$ cat src/include/cgra_params.svh
`ifndef CGRA_PARAMS_SVH
`define CGRA_PARAMS_SVH

// ####################
// Tile geometry
// ####################
`define NUM_SIDES   4
`define NUM_TRACKS  4

// Configuration bus
`define CFG_W       32
`define TILE_ID_W   16
`define SEL_W       2       // Track and route select width
`define LUT_SIZE    4       // 2-input table

// ####################
// Feature codes
// ####################
`define FEAT_CB0    4
`define FEAT_CB1    5
`define FEAT_SB     6
`define FEAT_CLB    7

// Route select that picks the logic block result
`define SEL_CLB     3

`endif
$ cat src/rtl/cgra_pkg.sv
`include "cgra_params.svh"

package cgra_pkg;

   // One bit per routing track of a side
   typedef struct packed {
      logic track3;
      logic track2;
      logic track1;
      logic track0;
   } side_tracks_t;

   typedef struct packed {
      side_tracks_t side3;
      side_tracks_t side2;
      side_tracks_t side1;
      side_tracks_t side0;
   } tile_tracks_t;

   typedef struct packed {
      logic [`CFG_W-`TILE_ID_W-1:0] feature;   // Target block code
      logic [`TILE_ID_W-1:0]        tile;
   } config_addr_t;

   // ####################
   // Config word views
   // ####################
   typedef struct packed {
      logic [`CFG_W-`SEL_W-1:0] rsvd;
      logic [`SEL_W-1:0]        track_sel;
   } cb_cfg_t;

   // Indexed [side][track]
   typedef struct packed {
      logic [`NUM_SIDES-1:0][`NUM_TRACKS-1:0][`SEL_W-1:0] route;
   } sb_cfg_t;

   typedef struct packed {
      logic [`CFG_W-`LUT_SIZE-2:0] rsvd;
      logic                        reg_en;
      logic [`LUT_SIZE-1:0]        lut;  // Indexed by {operand1, operand0}
   } clb_cfg_t;

   typedef union packed {
      cb_cfg_t  cb_cfg;
      sb_cfg_t  sb_cfg;
      clb_cfg_t clb_cfg;
   } config_word_u;

endpackage

$ cat src/rtl/pe_tile.sv
`include "cgra_params.svh"

module pe_tile
   import cgra_pkg::*;
(
   input  logic                  clk,
   input  logic                  arst_n,

   input  config_addr_t          config_addr,
   input  config_word_u          config_data,

   input  logic [`TILE_ID_W-1:0] tile_id,

   input  tile_tracks_t          tracks_in,
   output tile_tracks_t          tracks_out
);

   logic operand0;
   logic operand1;
   logic clb_result;

   logic config_this_tile;
   logic config_en_cb0;
   logic config_en_cb1;
   logic config_en_sb;
   logic config_en_clb;

   // ####################
   // Address decode
   // ####################
   assign config_this_tile = (config_addr.tile == tile_id);

   // Feature code 0 and unknown codes fall through as idle
   assign config_en_cb0 = config_this_tile &&
                          (config_addr.feature == `TILE_ID_W'(`FEAT_CB0));
   assign config_en_cb1 = config_this_tile &&
                          (config_addr.feature == `TILE_ID_W'(`FEAT_CB1));
   assign config_en_sb  = config_this_tile &&
                          (config_addr.feature == `TILE_ID_W'(`FEAT_SB));
   assign config_en_clb = config_this_tile &&
                          (config_addr.feature == `TILE_ID_W'(`FEAT_CLB));

   a_one_target: assert property (
      @(posedge clk) disable iff (!arst_n)
      $onehot0({config_en_cb0, config_en_cb1, config_en_sb, config_en_clb})
   ) else $error("pe_tile: more than one config target enabled");

   // ####################
   // Blocks
   // ####################
   connect_box cb0 (
      .clk         (clk),
      .arst_n      (arst_n),
      .config_en   (config_en_cb0),
      .config_data (config_data),
      .tracks      (tracks_in.side0),
      .operand     (operand0)
   );

   connect_box cb1 (
      .clk         (clk),
      .arst_n      (arst_n),
      .config_en   (config_en_cb1),
      .config_data (config_data),
      .tracks      (tracks_in.side1),
      .operand     (operand1)
   );

   logic_block clb (
      .clk         (clk),
      .arst_n      (arst_n),
      .config_en   (config_en_clb),
      .config_data (config_data),
      .operand0    (operand0),
      .operand1    (operand1),
      .result      (clb_result)
   );

   // Sole driver of the output tracks
   switch_box sb (
      .clk         (clk),
      .arst_n      (arst_n),
      .config_en   (config_en_sb),
      .config_data (config_data),
      .tracks_in   (tracks_in),
      .clb_result  (clb_result),
      .tracks_out  (tracks_out)
   );

endmodule

$ cat src/rtl/switch_box.sv
`include "cgra_params.svh"

module switch_box
   import cgra_pkg::*;
(
   input  logic         clk,
   input  logic         arst_n,

   input  logic         config_en,
   input  config_word_u config_data,

   input  tile_tracks_t tracks_in,
   input  logic         clb_result,
   output tile_tracks_t tracks_out
);

   // Route selects, [side][track]
   logic [`NUM_SIDES-1:0][`NUM_TRACKS-1:0][`SEL_W-1:0] route_sel;

   logic [`NUM_SIDES-1:0][`NUM_TRACKS-1:0] in_vec;
   logic [`NUM_SIDES-1:0][`NUM_TRACKS-1:0] out_vec;

   // ####################
   // Route registers
   // ####################
   always_ff @(posedge clk or negedge arst_n) begin
      if (!arst_n) begin
         route_sel <= '0;                     // Each output copies next side
      end else if (config_en) begin
         route_sel <= config_data.sb_cfg.route;
      end
   end

   assign in_vec = tracks_in;

   // ####################
   // Output muxes
   // ####################
   // Select k picks side (s+k+1) mod 4, same track
   always_comb begin
      for (int s = 0; s < `NUM_SIDES; s++) begin
         for (int t = 0; t < `NUM_TRACKS; t++) begin
            if (route_sel[s][t] == `SEL_W'(`SEL_CLB)) begin
               out_vec[s][t] = clb_result;
            end else begin
               out_vec[s][t] = in_vec[(s + int'(route_sel[s][t]) + 1) % `NUM_SIDES][t];
            end
         end
      end
   end

   assign tracks_out = tile_tracks_t'(out_vec);

   // Logic block result reaches the tile edge
   for (genvar gs = 0; gs < `NUM_SIDES; gs++) begin : g_side
      for (genvar gt = 0; gt < `NUM_TRACKS; gt++) begin : g_track
         a_clb_route: assert property (
            @(posedge clk) disable iff (!arst_n)
            (route_sel[gs][gt] == `SEL_W'(`SEL_CLB)) |->
               (tracks_out[gs*`NUM_TRACKS + gt] == clb_result)
         ) else $error("switch_box: side %0d track %0d lost clb result", gs, gt);
      end
   end

endmodule

$ cat src/rtl/logic_block.sv
`include "cgra_params.svh"

module logic_block
   import cgra_pkg::*;
(
   input  logic         clk,
   input  logic         arst_n,

   input  logic         config_en,
   input  config_word_u config_data,

   input  logic         operand0,
   input  logic         operand1,
   output logic         result
);

   logic [`LUT_SIZE-1:0] lut;
   logic                 reg_mode;
   logic                 lut_value;
   logic                 result_q;

   // ####################
   // Configuration
   // ####################
   always_ff @(posedge clk or negedge arst_n) begin
      if (!arst_n) begin
         lut      <= '0;
         reg_mode <= 1'b0;
      end else if (config_en) begin
         lut      <= config_data.clb_cfg.lut;
         reg_mode <= config_data.clb_cfg.reg_en;
      end
   end

   // Table lookup
   assign lut_value = lut[{operand1, operand0}];

   // ####################
   // Output register
   // ####################
   // Captures every cycle, so switching mode needs no warm-up
   always_ff @(posedge clk or negedge arst_n) begin
      if (!arst_n) begin
         result_q <= 1'b0;
      end else begin
         result_q <= lut_value;
      end
   end

   assign result = reg_mode ? result_q : lut_value;

   // Registered mode shows last cycle's lookup
   a_reg_mode: assert property (
      @(posedge clk) disable iff (!arst_n)
      reg_mode |-> (result == $past(lut_value))
   ) else $error("logic_block: registered result differs from past lookup");

endmodule

$ cat src/rtl/connect_box.sv
`include "cgra_params.svh"

module connect_box
   import cgra_pkg::*;
(
   input  logic         clk,
   input  logic         arst_n,

   input  logic         config_en,
   input  config_word_u config_data,

   input  side_tracks_t tracks,
   output logic         operand
);

   logic [`SEL_W-1:0]      track_sel;
   logic [`NUM_TRACKS-1:0] track_vec;

   // ####################
   // Select register
   // ####################
   always_ff @(posedge clk or negedge arst_n) begin
      if (!arst_n) begin
         track_sel <= '0;
      end else if (config_en) begin
         track_sel <= config_data.cb_cfg.track_sel;
      end
   end

   assign track_vec = tracks;                 // track0 lands on bit 0

   // Only the switch box drives the tracks
   assign operand = track_vec[track_sel];

   // Known tracks give a known operand whatever was configured
   a_operand_known: assert property (
      @(posedge clk) disable iff (!arst_n)
      !$isunknown(tracks) |-> !$isunknown(operand)
   ) else $error("connect_box: unknown operand with known tracks");

endmodule

$ cat config.mk
export PLATFORM = sky130hd
export DESIGN_NAME = pe_tile
export DESIGN_NICKNAME = d
export VERILOG_FILES = /design/src/rtl/cgra_pkg.sv /design/src/rtl/pe_tile.sv /design/src/rtl/switch_box.sv /design/src/rtl/logic_block.sv /design/src/rtl/connect_box.sv
export VERILOG_INCLUDE_DIRS = /design/src /design/src/include
export SDC_FILE = /design/constraint.sdc
export NUM_CORES = 1
export LEC_CHECK = 0
export BUFFER_PORTS_ARGS = -buffer_cell sky130_fd_sc_hd__buf_2
export CAP_MARGIN = 20
export CORE_UTILIZATION = 44
export CTS_CLUSTER_SIZE = 8
export DETAILED_ROUTE_END_ITERATION = 10
export PLACE_DENSITY = 0.77
export SLEW_MARGIN = 20
export SYNTH_ARGS = -nofsm -noshare
export SYNTH_HDL_FRONTEND = slang
export SYNTH_SLANG_ARGS = --single-unit
$ cat constraint.sdc
create_clock -name clk -period 1.6 [get_ports clk]
set_input_delay 0.08 -clock clk [delete_from_list [all_inputs] [get_ports clk]]
set_output_delay 0.08 -clock clk [all_outputs]
set_load 0.1 [all_outputs]
After elaboration in Yosys (flattened, before gate mapping):

Index checks and enable logic that the tools add are counted.

* reduce and logical (&&, ||, !) cells: 20
* shifts and indexed selects: 0
* eq/ne operators: 21
* bitwise gates (word level): 16
* $mul: 0
* add/subtract/negate cells: 28
* multiplexer cells: 71
* magnitude comparators: 19
* div/mod/pow operators: 0

Operator list (count)
* 32-bit by 2-bit adder with 32-bit output (second input constant): 12
* 4-bit binary-select mux with 2-bit select: 16
* 16-bit by 3-bit equality test with 1-bit output (second input constant): 4
* 3-bit by 4-bit less-than comparator with 1-bit output (second input constant): 16
* 2-bit equality test (second input constant): 16
* 4-bit 2-to-1 mux: 8
* 2-bit OR reduction: 16
* 1-bit 2-to-1 mux: 28
* 2-bit by 2-bit adder with 3-bit output (first input constant): 8
* 3-bit 2-to-1 mux: 8
* 16-bit equality test: 1
* 2-bit 2-to-1 mux: 8
* 1-bit by 2-bit adder with 3-bit output (first input constant): 4
* 1-bit bitwise AND: 12
* 2-bit by 3-bit less-than comparator with 1-bit output (second input constant): 3
* 2-bit by 1-bit adder with 2-bit output (second input constant): 4
* 1-bit binary-select mux with 2-bit select: 3
* 1-bit bitwise AND (first input constant): 4
* 1-bit logical AND: 4

* input port bits: 98
* ROM bits: 0
* output and inout bits: 16
* register bits: 42
* RAM bits: 0
* memories kept: 0
* logic and storage cells: 196
* bits in latches: 0

Logic depth before layout (Yosys ltp):

* depth after elaboration: 8
* mapped depth: 6
* gate-level depth less buffers: 5

Modules after synthesis:

Synthesis repeated with hierarchy kept, for this count alone.

* cell total of the unflattened synthesis: 196
* area total of the unflattened synthesis: 2583.7 um^2

Modules (own cells, without submodules)
* switch_box: area an instance 1844.3 um^2, cells each 133, times used 1, sequential area each 800.8 um^2
* pe_tile: area an instance 276.5 um^2, cells each 34, times used 1, sequential area each 0.0 um^2
* logic_block: area an instance 272.8 um^2, cells each 19, times used 1, sequential area each 150.1 um^2
* connect_box: area an instance 95.1 um^2, cells each 5, times used 2, sequential area each 50.0 um^2

Worst setup path before layout:

OpenSTA, ideal clock, no wires.

* kind: reg2out
* start: register cb1.track_sel[0]
* end: output tracks_out[10] (netlist name)
* stages on the path, launching flop included: 7
* arrival time: 2947 ps
* path slack: -1427 ps
* buffers on the path: 1
* data required time: 1520 ps
* cell sequence: dfrtp_1 > mux4_2 > mux2i_1 > mux2i_1 > nor2_4 > buf_6 > o22ai_1

RTL lines
* from (decl): RTL line connect_box.sv:16 `` logic [`SEL_W-1:0] track_sel; ``
* from (signal assigned): RTL line connect_box.sv:26 `track_sel <= config_data.cb_cfg.track_sel;`
* to (decl): RTL line pe_tile.sv:15 `output tile_tracks_t tracks_out`

==> impl_summary.log <==
INFO  metric first_pass_grt_wire_length = 10,400 µm
INFO  metric tightest_slew = 341 ps
INFO  metric max_slew_margin = 0.773
INFO  metric instances_no_fill = 428
INFO  metric insertion_delay = 300 ps
INFO  metric final.setup.worst_slack = -636 ps
INFO  metric detail_route.drc_violations = 0
INFO  metric min_path_type = input pin to register
INFO  metric critical_path.startpoint_type = register
INFO  metric effective_utilization_at_floorplan = 0.467
INFO  metric most_common_library_cell_in_the_layout_ignoring_fill_and_taps = sky130_fd_sc_hd__buf_2
INFO  metric drv_slew = 0
INFO  metric fin_crit = 2240 ps
INFO  metric leakagePower = 2.26 nW
INFO  metric antenna_found_initial = 0
INFO  metric numClockSinks = 42
INFO  metric synth_cell_types = 23
INFO  metric number_of_enable_type_register_cells_in_the_synthesized_netlist = 0
INFO  metric grt_max_degree = 19
INFO  metric peakVddDrop = 0.352 mV
INFO  metric synthToLayoutAreaGrowth = 51.9%
INFO  metric buffer_ports.inserted = 113
INFO  metric placed_cell_area = 4130 µm²
INFO  metric number_of_antenna_violating_nets_in_the_routed_design = 0
INFO  metric async_reset_ff_frac = 1.00
INFO  metric post-place-cells = 418
INFO  metric clock-skew-final = 7.22 ps
INFO  metric max_freq = 447 MHz
INFO  metric clk_transition_reported_paths = 80 ps
INFO  metric maxCapViolCount = 0
INFO  metric tritoncts.num_buffers = 5
INFO  metric failing_checks = negative setup slack
INFO  metric finalCoreUtilization = 0.709
INFO  metric layout.cell_area.non_filler = 4270 µm²
INFO  metric row_count = 28
INFO  metric die_area = 6710 µm²
INFO  metric syn_area_per_cell = 13.5 µm²
INFO  metric drt-wirelength-per-cell = 15.1 µm
INFO  metric dpl.hpwl = 5470 µm
INFO  metric nNetsFinal = 466
INFO  metric cts_root_buffer = sky130_fd_sc_hd__clkbuf_8
INFO  metric status = complete, but fails checks
INFO  metric fillers = 408
INFO  metric mostFrequentLayoutCells = sky130_fd_sc_hd__buf_2 (97), sky130_fd_sc_hd__dfrtp_1 (42), sky130_fd_sc_hd__mux2_4 (30)
INFO  metric total_congestion_overflow_after_global_routing = 0
INFO  metric post_route_cells_drive_above_1_share = 0.649
INFO  metric cp_data_arrival_time = 2160 ps
INFO  metric top_ff_cell_synth = sky130_fd_sc_hd__dfrtp_1
INFO  metric final-seq-area = 1050 µm²
INFO  metric yosysSeqAreaShare = 0.374
INFO  metric yosys_warnings = 0
INFO  metric finalPower = 2.48 mW
INFO  metric postSynthRegisterBits = 42
INFO  metric grt_pass1_vias = 2,330
INFO  metric floorplan.die.width = 81.9 µm
INFO  metric grt_setup_unrepaired = true
INFO  metric clock_tree_from_tritoncts = built
INFO  metric synth.net_count = 322
INFO  metric boundaryPins = 114
INFO  metric detailedRoute.firstPassIterationCount = 4
INFO  metric worst-endpoint-required = 1520 ps
INFO  metric post_drt_via_cell_ratio = 5.30
INFO  metric timing.critical_path.to_type = output port
INFO  metric mappedNetlistArea = 2810 µm²
INFO  metric detailed_route_wire_length = 6440 µm
INFO  metric report.final.hold_viol_count = 0
INFO  metric h-tree-depth = 2
INFO  metric setup_viol = 16
INFO  metric worst-setup-path-type = register to output port
INFO  metric die-height = 81.9 µm
INFO  metric final_min_period_over_clock_period = 1.40
INFO  metric power-per-cell-area = 582 nW/µm²
INFO  metric place_congestion = 0.825
INFO  metric synth_cells = 208
INFO  metric antenna_diode_count = 0
INFO  metric placeableCoreArea = 6030 µm²
INFO  metric crit_path_max_fanout = 4
INFO  metric multi_input_area = 1870 µm²
INFO  metric drt-initial-drc-count = 79
INFO  metric detailroute.via_count = 2,269
INFO  metric track_usage = 0.208
INFO  metric clockBufferDepth = 2
==> report_power, final <==
part           switching, mW  total, mW  internal [mW]
clock network          0.369      0.833          0.464
registers       0.0000000214       1.06           1.06
logic                  0.312      0.591          0.279
==> flip-flops by register name, indices dropped and copies added (netlist names) <==
signal         count
cb1.track_sel      2
sb.route_sel      32
clb.result_q       1
clb.reg_mode       1
cb0.track_sel      2
clb.lut            4
==> worst paths after layout <==
path                                        from               end  slack, ps  depth (start not counted)
worst min register to register        clb.lut[0]        clb.lut[0]        520                          1
worst max register to register  cb1.track_sel[0]      clb.result_q        230                          3
min in group asynchronous                 arst_n  sb.route_sel[10]        210                          2
worst min-delay path             config_data[24]  sb.route_sel[24]         10                          2
max in group asynchronous                 arst_n  sb.route_sel[31]        830                          3
worst max-delay path            cb1.track_sel[0]     tracks_out[7]       -640                          7
==> worst max-delay path, stage by stage (launching register included) <==
cell                      delay [ps]
sky130_fd_sc_hd__dfrtp_1         370
sky130_fd_sc_hd__mux4_2          540
sky130_fd_sc_hd__mux2i_1         150
sky130_fd_sc_hd__mux2i_2         230
sky130_fd_sc_hd__nor2_4           90
sky130_fd_sc_hd__buf_6           150
sky130_fd_sc_hd__o22ai_4         130
sky130_fd_sc_hd__buf_12          200
==> per-stage QoR <==
step           hold slack (ps)  worst slack (ps)  setup TNS (ps)
2_1_floorplan             -216              -608           -8610
3_3_place_gp             -4.75              -347           -5830
3_5_place_dp             -6.04              -401           -6480
4_1_cts                  0.225              -716          -11280
5_1_grt                  0.837              -728          -11500
6_report                  9.90              -636           -9970
==> cells by family after synthesis <==
| logic type | synth area share |
|---|---|
| AO/OA/AOI/OAI | 0.0356 |
| XOR/XNOR | 0.0498 |
| adder cells (fa/ha/maj) | 0.0712 |
| buffers and inverters | 0.0401 |
| flip-flops | 0.374 |
| multiplexers | 0.359 |
| AND/OR/NAND/NOR | 0.0703 |
==> final cells by class <==
type / count / share of cell area
Clock inverter: 3 / 0.0105
Tap cell: 75 / 0.0220
Timing Repair Buffer: 143 / 0.253
Sequential cell: 42 / 0.246
Inverter: 16 / 0.0141
Clock buffer: 5 / 0.0161
Multi-Input combinational cell: 144 / 0.438
==> Yosys cell counts, types with 3 or more instances <==
library cell | n | area (µm²)
sky130_fd_sc_hd__nand4_1 | 6 | 37.5
sky130_fd_sc_hd__inv_1 | 16 | 60.1
sky130_fd_sc_hd__mux4_2 | 18 | 405
sky130_fd_sc_hd__mux2_4 | 30 | 450
sky130_fd_sc_hd__ha_1 | 16 | 200
sky130_fd_sc_hd__o22ai_1 | 16 | 100
sky130_fd_sc_hd__nand2_1 | 16 | 60.1
sky130_fd_sc_hd__dfrtp_1 | 42 | 1050
sky130_fd_sc_hd__mux2_2 | 11 | 124
sky130_fd_sc_hd__buf_6 | 4 | 45.0
sky130_fd_sc_hd__xnor2_1 | 16 | 140
sky130_fd_sc_hd__mux2i_1 | 3 | 30.0
==> metal layers <==
layer | up-vias | track usage | part of all wire
met5 | - | 0 | 0
met1 | 1090 | 0.238 | 0.40
met4 | 0 | 0.0842 | 0.020
li1 | 1066 | - | -
met2 | 101 | 0.382 | 0.53
met3 | 12 | 0.0356 | 0.055
==> timing repair <==
item | in CTS | in global routing
pin swaps | 1 | 1
buffers inserted | 1 | 0
hold endpoints to repair | 15 | 1
hold buffers | 1 | 1
gates resized for setup | 2 | 1
setup endpoints to repair | 16 | 16
No activity file was read; power rests on OpenSTA's default activity.
